==> src/include/rvCore_defs.svh <==
// Core-wide constants for the RV32I core; include wherever the reset vector or widths are needed
`ifndef RVCORE_DEFS_SVH
`define RVCORE_DEFS_SVH

// First fetch address after reset
`define RESET_PC 32'h0000_0000

// Datapath and address width
`define XLEN 32

// Architectural registers, x0 included
`define NUM_REGS 32

`endif

==> src/verilog/rvIsaPkg.sv <==
// ISA-level types for RV32I: words, register indices, opcodes, instruction fields, immediates
`include "rvCore_defs.svh"

package rvIsaPkg;

    // Data or address value
    typedef logic [`XLEN-1:0] wordT;

    // Raw 32-bit instruction word
    typedef logic [31:0] instrT;

    // Register index, x0 to x31
    typedef logic [$clog2(`NUM_REGS)-1:0] regIdxT;

    typedef logic [2:0] funct3T;
    typedef logic [6:0] funct7T;

    // Major opcodes handled by the core
    typedef enum logic [6:0] {
        OP_LOAD   = 7'b0000011,
        OP_FENCE  = 7'b0001111,
        OP_IMM    = 7'b0010011,
        OP_AUIPC  = 7'b0010111,
        OP_STORE  = 7'b0100011,
        OP_REG    = 7'b0110011,
        OP_LUI    = 7'b0110111,
        OP_BRANCH = 7'b1100011,
        OP_JALR   = 7'b1100111,
        OP_JAL    = 7'b1101111,
        OP_SYSTEM = 7'b1110011
    } opcodeE;

    // Fixed-position fields of a 32-bit instruction
    typedef struct packed {
        opcodeE opcode;
        regIdxT rd;
        regIdxT rs1;
        regIdxT rs2;
        funct3T funct3;
        funct7T funct7;
    } instrFieldsT;

    // Immediate layouts; SH is the 5-bit shift amount of the immediate shifts
    typedef enum logic [2:0] {
        IMM_NONE,
        IMM_I,
        IMM_SH,
        IMM_S,
        IMM_B,
        IMM_U,
        IMM_J
    } immFmtE;

endpackage

==> src/verilog/rvCorePkg.sv <==
// Core-level types: control word, ALU selects, Wishbone structs, retire record, sequencer states
package rvCorePkg;

    typedef enum logic [3:0] {
        ALU_ADD,
        ALU_SUB,
        ALU_SLL,
        ALU_SLT,
        ALU_SLTU,
        ALU_XOR,
        ALU_SRL,
        ALU_SRA,
        ALU_OR,
        ALU_AND,
        ALU_PASSB
    } aluOpE;

    // First ALU operand source
    typedef enum logic [1:0] {
        SRCA_RS1,
        SRCA_PC,
        SRCA_ZERO
    } aluSrcAE;

    // Register writeback source
    typedef enum logic [1:0] {
        WB_ALU,
        WB_LOAD,
        WB_PC4
    } wbSrcE;

    typedef struct packed {
        logic    regWrite;
        logic    memRead;
        logic    memWrite;
        logic    branch;
        logic    jump;      // JAL and JALR
        logic    jalr;      // JALR only, target comes from the ALU
        logic    halt;
        logic    illegal;
        aluOpE   aluOp;
        aluSrcAE aluSrcA;
        logic    opBImm;
        wbSrcE   wbSrc;
    } ctrlT;

    // Wishbone classic, master to slave
    typedef struct packed {
        logic           cyc;
        logic           stb;
        logic           we;
        rvIsaPkg::wordT adr;
        rvIsaPkg::wordT dat;
        logic [3:0]     sel;
    } wbReqT;

    // Wishbone classic, slave to master
    typedef struct packed {
        logic           ack;
        rvIsaPkg::wordT dat;
    } wbRspT;

    // One record per retired instruction
    typedef struct packed {
        logic             valid;
        rvIsaPkg::wordT   pc;
        rvIsaPkg::instrT  instr;
        logic             rdWe;
        rvIsaPkg::regIdxT rd;
        rvIsaPkg::wordT   rdData;
        logic             illegal;
    } retireT;

    typedef enum logic [2:0] {
        SEQ_FETCH,
        SEQ_DECODE,
        SEQ_EXECUTE,
        SEQ_MEMORY,
        SEQ_WRITEBACK,
        SEQ_HALTED
    } seqStateE;

endpackage

==> src/verilog/instrFetch.sv <==
// Program counter, next-PC selection and Wishbone instruction-bus read master
`include "rvCore_defs.svh"

module instrFetch (
    input  logic               clk,
    input  logic               rst,
    input  logic               fetchStart,
    input  logic               pcUpdate,
    input  rvCorePkg::ctrlT    ctrl,
    input  rvIsaPkg::wordT     imm,
    input  logic               branchTaken,
    input  rvIsaPkg::wordT     aluResult,
    output rvCorePkg::wbReqT   ibusReq,
    input  rvCorePkg::wbRspT   ibusRsp,
    output rvIsaPkg::wordT     pc,
    output rvIsaPkg::wordT     pcPlus4,
    output rvIsaPkg::instrT    instr,
    output logic               fetchDone
);

    rvIsaPkg::wordT nextPc;
    logic           busy;

    assign pcPlus4 = pc + rvIsaPkg::wordT'(4);

    // JALR target has bit 0 cleared
    always_comb
    begin
        if (ctrl.jalr)
            nextPc = aluResult & ~rvIsaPkg::wordT'(1);
        else if ((ctrl.branch && branchTaken) || ctrl.jump)
            nextPc = pc + imm;
        else
            nextPc = pcPlus4;
    end

    always_ff @(posedge clk or posedge rst)
    begin
        if (rst)
            pc <= `RESET_PC;
        else if (pcUpdate)
            pc <= nextPc;
    end

    // Read cycle held open until ack, dropped the cycle after
    always_ff @(posedge clk or posedge rst)
    begin
        if (rst)
            busy <= 1'b0;
        else if (fetchStart)
            busy <= 1'b1;
        else if (fetchDone)
            busy <= 1'b0;
    end

    // Fetched word, taken at ack
    always_ff @(posedge clk)
    begin
        if (fetchDone)
            instr <= ibusRsp.dat;
    end

    assign fetchDone = busy && ibusRsp.ack;

    // PC is stable for the whole cycle, so it drives adr directly
    always_comb
    begin
        ibusReq.cyc = busy;
        ibusReq.stb = busy;
        ibusReq.we  = 1'b0;
        ibusReq.adr = pc;
        ibusReq.dat = '0;
        ibusReq.sel = '1;
    end

    // Open request keeps cyc, stb and the address until ack
    reqHeldUntilAck: assert property (@(posedge clk) disable iff (rst)
        ibusReq.stb && !ibusRsp.ack |=> ibusReq.cyc && ibusReq.stb && $stable(ibusReq.adr));

endmodule

==> src/verilog/decode.sv <==
// Instruction register, field split, immediate build and control decode for the RV32I core
module decode (
    input  logic                  clk,
    input  logic                  rst,
    input  logic                  decodeLoad,
    input  rvIsaPkg::instrT       nextInstruction,
    output rvIsaPkg::instrFieldsT fields,
    output rvIsaPkg::wordT        imm,
    output rvCorePkg::ctrlT       ctrl,
    output rvIsaPkg::instrT       instrReg
);

    rvIsaPkg::immFmtE immFmt;
    logic             altOk;

    // Zero after reset, which decodes as illegal
    always_ff @(posedge clk or posedge rst)
    begin
        if (rst)
            instrReg <= '0;
        else if (decodeLoad)
            instrReg <= nextInstruction;
    end

    // Field split straight from the register
    assign fields.opcode = rvIsaPkg::opcodeE'(instrReg[6:0]);
    assign fields.rd     = instrReg[11:7];
    assign fields.funct3 = instrReg[14:12];
    assign fields.rs1    = instrReg[19:15];
    assign fields.rs2    = instrReg[24:20];
    assign fields.funct7 = instrReg[31:25];

    // funct7 must be zero, or 0100000 for SUB, SRA and SRAI
    assign altOk = (fields.funct7 == 7'b0000000) ||
                   (fields.funct7 == 7'b0100000 &&
                    (fields.funct3 == 3'b101 ||
                     (fields.funct3 == 3'b000 && fields.opcode == rvIsaPkg::OP_REG)));

    // ALU operation from funct3 plus the funct7 alternate bit
    function automatic rvCorePkg::aluOpE aluFor(rvIsaPkg::funct3T f3, logic alt);
        case (f3)
            3'b000:  return alt ? rvCorePkg::ALU_SUB : rvCorePkg::ALU_ADD;
            3'b001:  return rvCorePkg::ALU_SLL;
            3'b010:  return rvCorePkg::ALU_SLT;
            3'b011:  return rvCorePkg::ALU_SLTU;
            3'b100:  return rvCorePkg::ALU_XOR;
            3'b101:  return alt ? rvCorePkg::ALU_SRA : rvCorePkg::ALU_SRL;
            3'b110:  return rvCorePkg::ALU_OR;
            default: return rvCorePkg::ALU_AND;
        endcase
    endfunction

    always_comb
    begin
        // No-op defaults
        immFmt       = rvIsaPkg::IMM_NONE;
        ctrl         = '0;
        ctrl.aluOp   = rvCorePkg::ALU_ADD;
        ctrl.aluSrcA = rvCorePkg::SRCA_RS1;
        ctrl.wbSrc   = rvCorePkg::WB_ALU;
        case (fields.opcode)
            rvIsaPkg::OP_LUI:
            begin
                immFmt        = rvIsaPkg::IMM_U;
                ctrl.regWrite = 1'b1;
                ctrl.aluSrcA  = rvCorePkg::SRCA_ZERO;
                ctrl.opBImm   = 1'b1;
                ctrl.aluOp    = rvCorePkg::ALU_PASSB;
            end
            rvIsaPkg::OP_AUIPC:
            begin
                immFmt        = rvIsaPkg::IMM_U;
                ctrl.regWrite = 1'b1;
                ctrl.aluSrcA  = rvCorePkg::SRCA_PC;
                ctrl.opBImm   = 1'b1;
            end
            // Link value is PC+4, target built in fetch
            rvIsaPkg::OP_JAL:
            begin
                immFmt        = rvIsaPkg::IMM_J;
                ctrl.regWrite = 1'b1;
                ctrl.jump     = 1'b1;
                ctrl.wbSrc    = rvCorePkg::WB_PC4;
            end
            // ALU forms rs1 + imm as the target
            rvIsaPkg::OP_JALR:
            begin
                immFmt        = rvIsaPkg::IMM_I;
                ctrl.regWrite = 1'b1;
                ctrl.jump     = 1'b1;
                ctrl.jalr     = 1'b1;
                ctrl.opBImm   = 1'b1;
                ctrl.wbSrc    = rvCorePkg::WB_PC4;
            end
            // funct3 010 and 011 are not branches
            rvIsaPkg::OP_BRANCH:
            begin
                immFmt       = rvIsaPkg::IMM_B;
                ctrl.aluOp   = rvCorePkg::ALU_SUB;
                ctrl.illegal = fields.funct3[2:1] == 2'b01;
                ctrl.branch  = !ctrl.illegal;
            end
            // Word accesses only
            rvIsaPkg::OP_LOAD:
            begin
                immFmt        = rvIsaPkg::IMM_I;
                ctrl.opBImm   = 1'b1;
                ctrl.wbSrc    = rvCorePkg::WB_LOAD;
                ctrl.illegal  = fields.funct3 != 3'b010;
                ctrl.memRead  = !ctrl.illegal;
                ctrl.regWrite = !ctrl.illegal;
            end
            rvIsaPkg::OP_STORE:
            begin
                immFmt        = rvIsaPkg::IMM_S;
                ctrl.opBImm   = 1'b1;
                ctrl.illegal  = fields.funct3 != 3'b010;
                ctrl.memWrite = !ctrl.illegal;
            end
            // ADDI never subtracts; shifts check funct7
            rvIsaPkg::OP_IMM:
            begin
                ctrl.opBImm = 1'b1;
                ctrl.aluOp  = aluFor(fields.funct3, fields.funct3 == 3'b101 && fields.funct7[5]);
                if (fields.funct3 == 3'b001 || fields.funct3 == 3'b101)
                begin
                    immFmt       = rvIsaPkg::IMM_SH;
                    ctrl.illegal = !altOk;
                end
                else
                    immFmt = rvIsaPkg::IMM_I;
                ctrl.regWrite = !ctrl.illegal;
            end
            rvIsaPkg::OP_REG:
            begin
                ctrl.aluOp    = aluFor(fields.funct3, fields.funct7[5]);
                ctrl.illegal  = !altOk;
                ctrl.regWrite = !ctrl.illegal;
            end
            // Single hart, nothing to order
            rvIsaPkg::OP_FENCE:
            begin
                ctrl.regWrite = 1'b0;
            end
            // ECALL and EBREAK stop the core, CSR forms are not supported
            rvIsaPkg::OP_SYSTEM:
            begin
                ctrl.halt    = fields.funct3 == 3'b000;
                ctrl.illegal = !ctrl.halt;
            end
            default:
            begin
                ctrl.illegal = 1'b1;
            end
        endcase
    end

    // Sign-extended immediates
    always_comb
    begin
        case (immFmt)
            rvIsaPkg::IMM_I:  imm = {{20{instrReg[31]}}, instrReg[31:20]};
            rvIsaPkg::IMM_SH: imm = {27'b0, instrReg[24:20]};
            rvIsaPkg::IMM_S:  imm = {{20{instrReg[31]}}, instrReg[31:25], instrReg[11:7]};
            rvIsaPkg::IMM_B:  imm = {{20{instrReg[31]}}, instrReg[7], instrReg[30:25],
                                     instrReg[11:8], 1'b0};
            rvIsaPkg::IMM_U:  imm = {instrReg[31:12], 12'b0};
            rvIsaPkg::IMM_J:  imm = {{12{instrReg[31]}}, instrReg[19:12], instrReg[20],
                                     instrReg[30:21], 1'b0};
            default:          imm = '0;
        endcase
    end

endmodule

==> src/verilog/regFile.sv <==
// General register file: x1 to x31 with two asynchronous read ports, x0 reads as zero
`include "rvCore_defs.svh"

module regFile (
    input  logic             clk,
    input  logic             rst,
    input  rvIsaPkg::regIdxT rs1,
    input  rvIsaPkg::regIdxT rs2,
    output rvIsaPkg::wordT   rs1Data,
    output rvIsaPkg::wordT   rs2Data,
    input  logic             we,
    input  rvIsaPkg::regIdxT rd,
    input  rvIsaPkg::wordT   wdata
);

    // No storage behind x0
    rvIsaPkg::wordT regs [1:`NUM_REGS-1];

    always_ff @(posedge clk or posedge rst)
    begin
        if (rst)
        begin
            for (int i = 1; i < `NUM_REGS; i++)
                regs[i] <= '0;
        end
        else if (we && rd != '0)
            regs[rd] <= wdata;
    end

    assign rs1Data = (rs1 == '0) ? '0 : regs[rs1];
    assign rs2Data = (rs2 == '0) ? '0 : regs[rs2];

endmodule

==> src/verilog/alu.sv <==
// Combinational ALU: arithmetic, logic, shifts and the six branch comparisons
`include "rvCore_defs.svh"

module alu (
    input  rvIsaPkg::wordT    opA,
    input  rvIsaPkg::wordT    opB,
    input  rvCorePkg::aluOpE  aluOp,
    input  rvIsaPkg::funct3T  funct3,
    output rvIsaPkg::wordT    result,
    output logic              branchTaken
);

    logic [$clog2(`XLEN)-1:0] shamt;
    logic                     eq;
    logic                     lt;
    logic                     ltu;

    // Low bits of B only
    assign shamt = opB[$clog2(`XLEN)-1:0];
    assign eq    = opA == opB;
    assign lt    = $signed(opA) < $signed(opB);
    assign ltu   = opA < opB;

    always_comb
    begin
        case (aluOp)
            rvCorePkg::ALU_ADD:   result = opA + opB;
            rvCorePkg::ALU_SUB:   result = opA - opB;
            rvCorePkg::ALU_SLL:   result = opA << shamt;
            rvCorePkg::ALU_SLT:   result = rvIsaPkg::wordT'(lt);
            rvCorePkg::ALU_SLTU:  result = rvIsaPkg::wordT'(ltu);
            rvCorePkg::ALU_XOR:   result = opA ^ opB;
            rvCorePkg::ALU_SRL:   result = opA >> shamt;
            rvCorePkg::ALU_SRA:   result = $signed(opA) >>> shamt;
            rvCorePkg::ALU_OR:    result = opA | opB;
            rvCorePkg::ALU_AND:   result = opA & opB;
            default:              result = opB;
        endcase
    end

    // BEQ BNE, BLT BGE, BLTU BGEU; gated by ctrl.branch in fetch
    always_comb
    begin
        case (funct3)
            3'b000:  branchTaken = eq;
            3'b001:  branchTaken = !eq;
            3'b100:  branchTaken = lt;
            3'b101:  branchTaken = !lt;
            3'b110:  branchTaken = ltu;
            3'b111:  branchTaken = !ltu;
            default: branchTaken = 1'b0;
        endcase
    end

endmodule

==> src/verilog/loadStoreUnit.sv <==
// Wishbone data-bus master for word loads and stores, one bus cycle per memStart
module loadStoreUnit (
    input  logic               clk,
    input  logic               rst,
    input  logic               memStart,
    input  rvCorePkg::ctrlT    ctrl,
    input  rvIsaPkg::wordT     addr,
    input  rvIsaPkg::wordT     storeData,
    output rvCorePkg::wbReqT   dbusReq,
    input  rvCorePkg::wbRspT   dbusRsp,
    output rvIsaPkg::wordT     loadData,
    output logic               memDone
);

    logic           busy;
    logic           weReg;
    rvIsaPkg::wordT adrReg;
    rvIsaPkg::wordT datReg;

    always_ff @(posedge clk or posedge rst)
    begin
        if (rst)
            busy <= 1'b0;
        else if (memStart)
            busy <= 1'b1;
        else if (memDone)
            busy <= 1'b0;
    end

    // Request payload held for the whole cycle
    always_ff @(posedge clk)
    begin
        if (memStart)
        begin
            weReg  <= ctrl.memWrite;
            adrReg <= addr;
            datReg <= storeData;
        end
    end

    // Read data kept for writeback
    always_ff @(posedge clk)
    begin
        if (memDone && !weReg)
            loadData <= dbusRsp.dat;
    end

    assign memDone = busy && dbusRsp.ack;

    always_comb
    begin
        dbusReq.cyc = busy;
        dbusReq.stb = busy;
        dbusReq.we  = weReg;
        dbusReq.adr = adrReg;
        dbusReq.dat = datReg;
        dbusReq.sel = 4'b1111;
    end

    // Misaligned words are outside the supported subset
    wordAligned: assert property (@(posedge clk) disable iff (rst)
        dbusReq.cyc |-> dbusReq.adr[1:0] == 2'b00);

endmodule

==> src/verilog/rvCore.sv <==
// Multi-cycle RV32I core top: step sequencer, retire record and block wiring
module rvCore (
    input  logic              clk,
    input  logic              rst,
    output rvCorePkg::wbReqT  ibusReq,
    input  rvCorePkg::wbRspT  ibusRsp,
    output rvCorePkg::wbReqT  dbusReq,
    input  rvCorePkg::wbRspT  dbusRsp,
    output rvCorePkg::retireT retire,
    output logic              halted
);

    rvCorePkg::seqStateE   state;
    rvCorePkg::seqStateE   nextState;
    rvCorePkg::ctrlT       ctrl;
    rvIsaPkg::instrFieldsT fields;
    rvIsaPkg::instrT       fetchedInstr;
    rvIsaPkg::instrT       instrReg;
    rvIsaPkg::wordT        pc;
    rvIsaPkg::wordT        pcPlus4;
    rvIsaPkg::wordT        imm;
    rvIsaPkg::wordT        rs1Data;
    rvIsaPkg::wordT        rs2Data;
    rvIsaPkg::wordT        opA;
    rvIsaPkg::wordT        opB;
    rvIsaPkg::wordT        aluResult;
    rvIsaPkg::wordT        loadData;
    rvIsaPkg::wordT        wbData;
    logic                  branchTaken;
    logic                  fetchStart;
    logic                  fetchDone;
    logic                  decodeLoad;
    logic                  memStart;
    logic                  memDone;
    logic                  pcUpdate;
    logic                  regWe;
    logic                  isMem;

    assign isMem = ctrl.memRead || ctrl.memWrite;

    always_ff @(posedge clk or posedge rst)
    begin
        if (rst)
            state <= rvCorePkg::SEQ_FETCH;
        else
            state <= nextState;
    end

    // FETCH and MEMORY wait on the bus, the others take one cycle
    always_comb
    begin
        nextState = state;
        case (state)
            rvCorePkg::SEQ_FETCH:
                if (fetchDone)
                    nextState = rvCorePkg::SEQ_DECODE;
            rvCorePkg::SEQ_DECODE:
                nextState = rvCorePkg::SEQ_EXECUTE;
            rvCorePkg::SEQ_EXECUTE:
                nextState = isMem ? rvCorePkg::SEQ_MEMORY : rvCorePkg::SEQ_WRITEBACK;
            rvCorePkg::SEQ_MEMORY:
                if (memDone)
                    nextState = rvCorePkg::SEQ_WRITEBACK;
            rvCorePkg::SEQ_WRITEBACK:
                nextState = ctrl.halt ? rvCorePkg::SEQ_HALTED : rvCorePkg::SEQ_FETCH;
            default:
                nextState = rvCorePkg::SEQ_HALTED;
        endcase
    end

    // Next fetch launched from WRITEBACK so the bus opens as FETCH begins
    // First fetch after reset is launched from FETCH itself
    assign fetchStart = (state == rvCorePkg::SEQ_WRITEBACK && !ctrl.halt) ||
                        (state == rvCorePkg::SEQ_FETCH && !ibusReq.cyc);
    assign decodeLoad = state == rvCorePkg::SEQ_DECODE;
    assign memStart   = state == rvCorePkg::SEQ_EXECUTE && isMem;
    assign pcUpdate   = state == rvCorePkg::SEQ_WRITEBACK;
    assign regWe      = pcUpdate && ctrl.regWrite;
    assign halted     = state == rvCorePkg::SEQ_HALTED;

    // Operand selection
    always_comb
    begin
        case (ctrl.aluSrcA)
            rvCorePkg::SRCA_PC:   opA = pc;
            rvCorePkg::SRCA_ZERO: opA = '0;
            default:              opA = rs1Data;
        endcase
    end

    assign opB = ctrl.opBImm ? imm : rs2Data;

    always_comb
    begin
        case (ctrl.wbSrc)
            rvCorePkg::WB_LOAD: wbData = loadData;
            rvCorePkg::WB_PC4:  wbData = pcPlus4;
            default:            wbData = aluResult;
        endcase
    end

    // Retire record, valid for the WRITEBACK cycle only
    always_comb
    begin
        retire.valid   = pcUpdate;
        retire.pc      = pc;
        retire.instr   = instrReg;
        retire.rdWe    = ctrl.regWrite;
        retire.rd      = fields.rd;
        retire.rdData  = wbData;
        retire.illegal = ctrl.illegal;
    end

    instrFetch fetchInst (
        .clk(clk), .rst(rst),
        .fetchStart(fetchStart), .pcUpdate(pcUpdate),
        .ctrl(ctrl), .imm(imm), .branchTaken(branchTaken), .aluResult(aluResult),
        .ibusReq(ibusReq), .ibusRsp(ibusRsp),
        .pc(pc), .pcPlus4(pcPlus4), .instr(fetchedInstr), .fetchDone(fetchDone)
    );

    decode decodeInst (
        .clk(clk), .rst(rst),
        .decodeLoad(decodeLoad), .nextInstruction(fetchedInstr),
        .fields(fields), .imm(imm), .ctrl(ctrl), .instrReg(instrReg)
    );

    regFile regInst (
        .clk(clk), .rst(rst),
        .rs1(fields.rs1), .rs2(fields.rs2),
        .rs1Data(rs1Data), .rs2Data(rs2Data),
        .we(regWe), .rd(fields.rd), .wdata(wbData)
    );

    alu aluInst (
        .opA(opA), .opB(opB), .aluOp(ctrl.aluOp), .funct3(fields.funct3),
        .result(aluResult), .branchTaken(branchTaken)
    );

    loadStoreUnit lsuInst (
        .clk(clk), .rst(rst),
        .memStart(memStart), .ctrl(ctrl),
        .addr(aluResult), .storeData(rs2Data),
        .dbusReq(dbusReq), .dbusRsp(dbusRsp),
        .loadData(loadData), .memDone(memDone)
    );

    // Retire only in WRITEBACK and with both buses idle
    retireInWriteback: assert property (@(posedge clk) disable iff (rst)
        retire.valid |-> state == rvCorePkg::SEQ_WRITEBACK && !ibusReq.cyc && !dbusReq.cyc);

endmodule

==> config.mk <==
export PLATFORM = sky130hd
export DESIGN_NAME = rvCore
export DESIGN_NICKNAME = d
export VERILOG_FILES = /design/src/verilog/rvIsaPkg.sv /design/src/verilog/rvCorePkg.sv /design/src/verilog/instrFetch.sv /design/src/verilog/decode.sv /design/src/verilog/regFile.sv /design/src/verilog/alu.sv /design/src/verilog/loadStoreUnit.sv /design/src/verilog/rvCore.sv
export VERILOG_INCLUDE_DIRS = /design/src /design/src/include
export SDC_FILE = /design/constraint.sdc
export NUM_CORES = 2
export LEC_CHECK = 0
export BUFFER_PORTS_ARGS = -buffer_cell sky130_fd_sc_hd__buf_2
export CORE_MARGIN = 4
export CORE_UTILIZATION = 37
export CTS_CLUSTER_SIZE = 12
export DETAILED_ROUTE_END_ITERATION = 8
export PLACE_DENSITY = 0.62
export SLEW_MARGIN = 10
export SYNTH_ARGS = -nofsm -noshare
export SYNTH_HDL_FRONTEND = slang
export SYNTH_SLANG_ARGS = --single-unit
==> constraint.sdc <==
create_clock -name clk -period 45.8 [get_ports clk]
set_input_delay 6.87 -clock clk [delete_from_list [all_inputs] [get_ports clk]]
set_output_delay 6.87 -clock clk [all_outputs]
set_load 0.01 [all_outputs]
==> run_results.csv <==
group,metric,value,unit
layout,multi_input_area,39200,sq um
sta,relSlewSlack,-0.0281,
sta,rsz0062_at_grt,"no",
run,cap_violations,1,
drt,wl_per_cell,34.2,microns
layout,area.sequential,30400,sq um
placement,gp_congestion,1.03,
synthesis,synth_top_family_by_area,"multiplexers",
placement,pre_cts_ws,28.74,ns
hold_path,hold_path_class,"flop to flop",
clock_tree,cts_tree,"built",
clock_tree,clk_pin_slew,0.06,ns
worst_setup_path,cp-end-kind,"output port",
synthesis,synth.distinct_cells,112,
clock_tree,insertion_delay,0.83,ns
sta,period_minus_slack,18.25,ns
power_and_ir_drop,p_leak,35.0,nW
drt,final_antenna_net_count,0,
clock_tree,cts_root_buffer,"clkbuf_16",
clock_tree,cts_setup_buffers,0,
global_routing,track_usage,0.323,
synthesis,synth.cell_area,73400,sq um
layout,fillCellCount,19000,
placement,dp_hpwl,231,mm
sta,fin_tns_setup,0,ns
sta,holdWs,0.455,ns
power_and_ir_drop,peakVddDrop,0.0507,mV
die,initial_utilization,0.372,
die,fp.dieArea,206000,sq um
synthesis,synth_compound_area_frac,0.169,
synthesis,synth_top_cell_area_share,0.362,
drt,drc,0,
hold_path,hold-path-cell-count,2,
layout,drive_gt1_frac,0.226,
clock_tree,cts-hold-fix-buffers,0,
drt,firstDrtPassIters,6,
clock_tree,cts_sinks,1190,
worst_setup_path,path_max_fanout,94,
synthesis,synthMuxAreaShare,0.215,
layout,layout.nets,7328,
die,die_h,453,microns
worst_setup_path,reg2reg_depth,22,
synthesis,synthAdderAreaFrac,0.0237,
sta,fmax,0.0548,GHz
global_routing,antenna_found_initial,23,
synthesis,synth_area_leader_cell,"dfrtp_1",
sta,skew,0.0415,ns
die,rows,163,
clock_tree,htreeDepth,4,
power_and_ir_drop,p_per_area,72.1,nW/um^2
synthesis,synthArstFlopShare,0.892,
global_routing,grt-ovfl-total,0,
outcome,violations,"capacitance limit, slew limit",
sta,layout_setup_ws,27.55,ns
drt,route.vias.total,64000,
placement,port_buffers,273,
sta,tightest_slew,1.50,ns
synthesis,synth-simple-area-share,0.109,
worst_setup_path,cp.required,38.93,ns
die,die_width,453,microns
sta,slew_viol_final,1,
worst_setup_path,worstSetupStartpointType,"flop",
synthesis,synth_flop_cell,"dfrtp_1",
synthesis,ys_seq_area_frac,0.414,
die,fp.coreArea,197000,sq um
synthesis,syn_avg_cell_area,10.3,sq um
synthesis,netlist_top_cells_area,"dfrtp_1 36%, mux4_2 14%, nand2_1 6.1%",
drt,drt-total-wl,339,mm
global_routing,grt_pass1_vias,61900,
clock_tree,clock_path_buffers,3,
global_routing,grt_first_pass_wirelength,475,mm
sta,hold_viol_final,0,
clock_tree,post_cts_resized,0,
synthesis,ys_seq_elements,1190,
synthesis,synth_edf_count,129,
outcome,outcome,"finished, violations left",
drt,viasPerCell,6.48,
die,io_pins,315,
synthesis,synthCells,7124,
layout,most-common-layout-cells,"1,161 x nand2_1, 1,053 x dfrtp_1, 614 x o21ai_0",
sta,setup_viol_count_final,0,
drt,initialDrtViolationCount,8477,
global_routing,grt_max_degree,170,
worst_setup_path,worst-setup-path-type,"flop to output port",
worst_setup_path,arrival,11.38,ns
clock_tree,cts_buffers,139,
layout,mostFrequentLayoutCell,"nand2_1",
layout,syn2layout_area_growth,11.2,%
synthesis,ys_warn_count,0,
synthesis,synthXorXnorAreaFrac,0.00942,
sta,post-route-period-util,0.399,
cells by family (layout without fill, tap and decap cells):
logic type | after synthesis | count (layout)
AOI/OAI and AO/OA | 1968 | 1968
and+or+nand+nor | 1898 | 1898
DFF | 1190 | 1190
muxes | 953 | 953
buffers and inverters | 897 | 962
adders and majority gates | 137 | 137
xor gates and xnor gates | 79 | 79
other | 2 | 61
where the power goes:
group          internal, W  leakage, nW  total, W  switching (W)
clock network     0.000653         2.23   0.00114       0.000485
registers          0.00114         16.0   0.00128       0.000149
logic             0.000963         16.8   0.00346        0.00250
synth_stat cells, types with 35 or more instances:
| library cell | number |
|---|---|
| a22oi_1 | 61 |
| inv_1 | 174 |
| a21oi_1 | 263 |
| xnor2_1 | 58 |
| nor3_1 | 66 |
| nor2_1 | 321 |
| mux2i_1 | 240 |
| o211ai_1 | 53 |
| edfxtp_1 | 129 |
| o21ai_0 | 616 |
| a221oi_1 | 36 |
| clkbuf_1 | 366 |
| mux4_2 | 467 |
| o31ai_1 | 81 |
| a22o_1 | 57 |
| o22ai_1 | 78 |
| nand2_1 | 1193 |
| a221o_1 | 43 |
| ha_1 | 134 |
| o21ai_1 | 284 |
| a21o_1 | 46 |
| mux2_2 | 235 |
| nand2b_1 | 35 |
| buf_4 | 129 |
| dfrtp_1 | 1061 |
| nand3_1 | 73 |
| buf_2 | 142 |
sequential cells by signal (all words and copies together), names as in the netlist:
signal and count:
regInst.regs 992, decodeInst.instrReg 32, fetchInst.instr 32, fetchInst.pc 32, lsuInst.adrReg 32, lsuInst.datReg 32
lsuInst.loadData 32, state 3, fetchInst.busy 1, lsuInst.busy 1, lsuInst.weReg 1
metal layers:
layer / vias to the layer above / wire length (microns) / global-route usage
li1: 26200 / - / -
met2: 4361 / 150000 / 0.489
met5: - / 65 / 0
met1: 32400 / 124000 / 0.402
met3: 1134 / 36000 / 0.0854
met4: 10 / 28400 / 0.224
path summary, 6_finish.rpt:
kind,start,to,slack [ns]
worst min-delay path,fetchInst.instr[23],decodeInst.instrReg[23],0.46
min in group asynchronous,rst,regInst.regs[333],6.23
worst min register to register,fetchInst.instr[23],decodeInst.instrReg[23],0.46
worst max-delay path,decodeInst.instrReg[15],retire[29],27.55
worst max register to register,decodeInst.instrReg[15],fetchInst.pc[26],34.94
max in group asynchronous,rst,decodeInst.instrReg[17],35.78
critical path, stage by stage (launching register included):
cell      delay [ns]
dfrtp_4         0.50
buf_4           0.63
buf_12          0.64
buf_4           0.81
buf_4           0.70
mux4_2          0.58
mux4_2          0.48
o22ai_1         0.86
nand2_1         0.50
ha_1            0.56
and2_1          0.22
and4_1          0.28
o211ai_1        0.15
o211ai_1        0.28
a31oi_1         0.77
o21ai_0         0.25
a21oi_1         0.19
o21ai_0         0.10
o32ai_1         0.50
nor2_1          0.14
a311oi_4        0.48
buf_4           0.47
inv_1           0.09
buf_2           0.16
layout make-up:
cell class / count / area share
multi-input cells: 5076 / 0.480
clock inverters: 55 / 0.00809
repair buffers: 531 / 0.0412
clock buffers: 191 / 0.0480
inverters: 185 / 0.00865
diodes: 20 / 0.000613
well taps: 2640 / 0.0405
flip-flops and latches: 1190 / 0.373
metrics by stage:
step	instance area (sq um)	cells	utilization	power (W)
2_1_floorplan	73600	7163	-	0.00323
3_3_place_gp	77000	9622	0.390	0.00467
3_5_place_dp	77000	9622	0.390	0.00464
4_1_cts	81600	9868	0.413	0.00578
5_1_grt	81600	9871	0.413	0.00604
6_report	81600	9888	0.413	0.00588
Note: power is estimated with default switching activity, not from simulation.
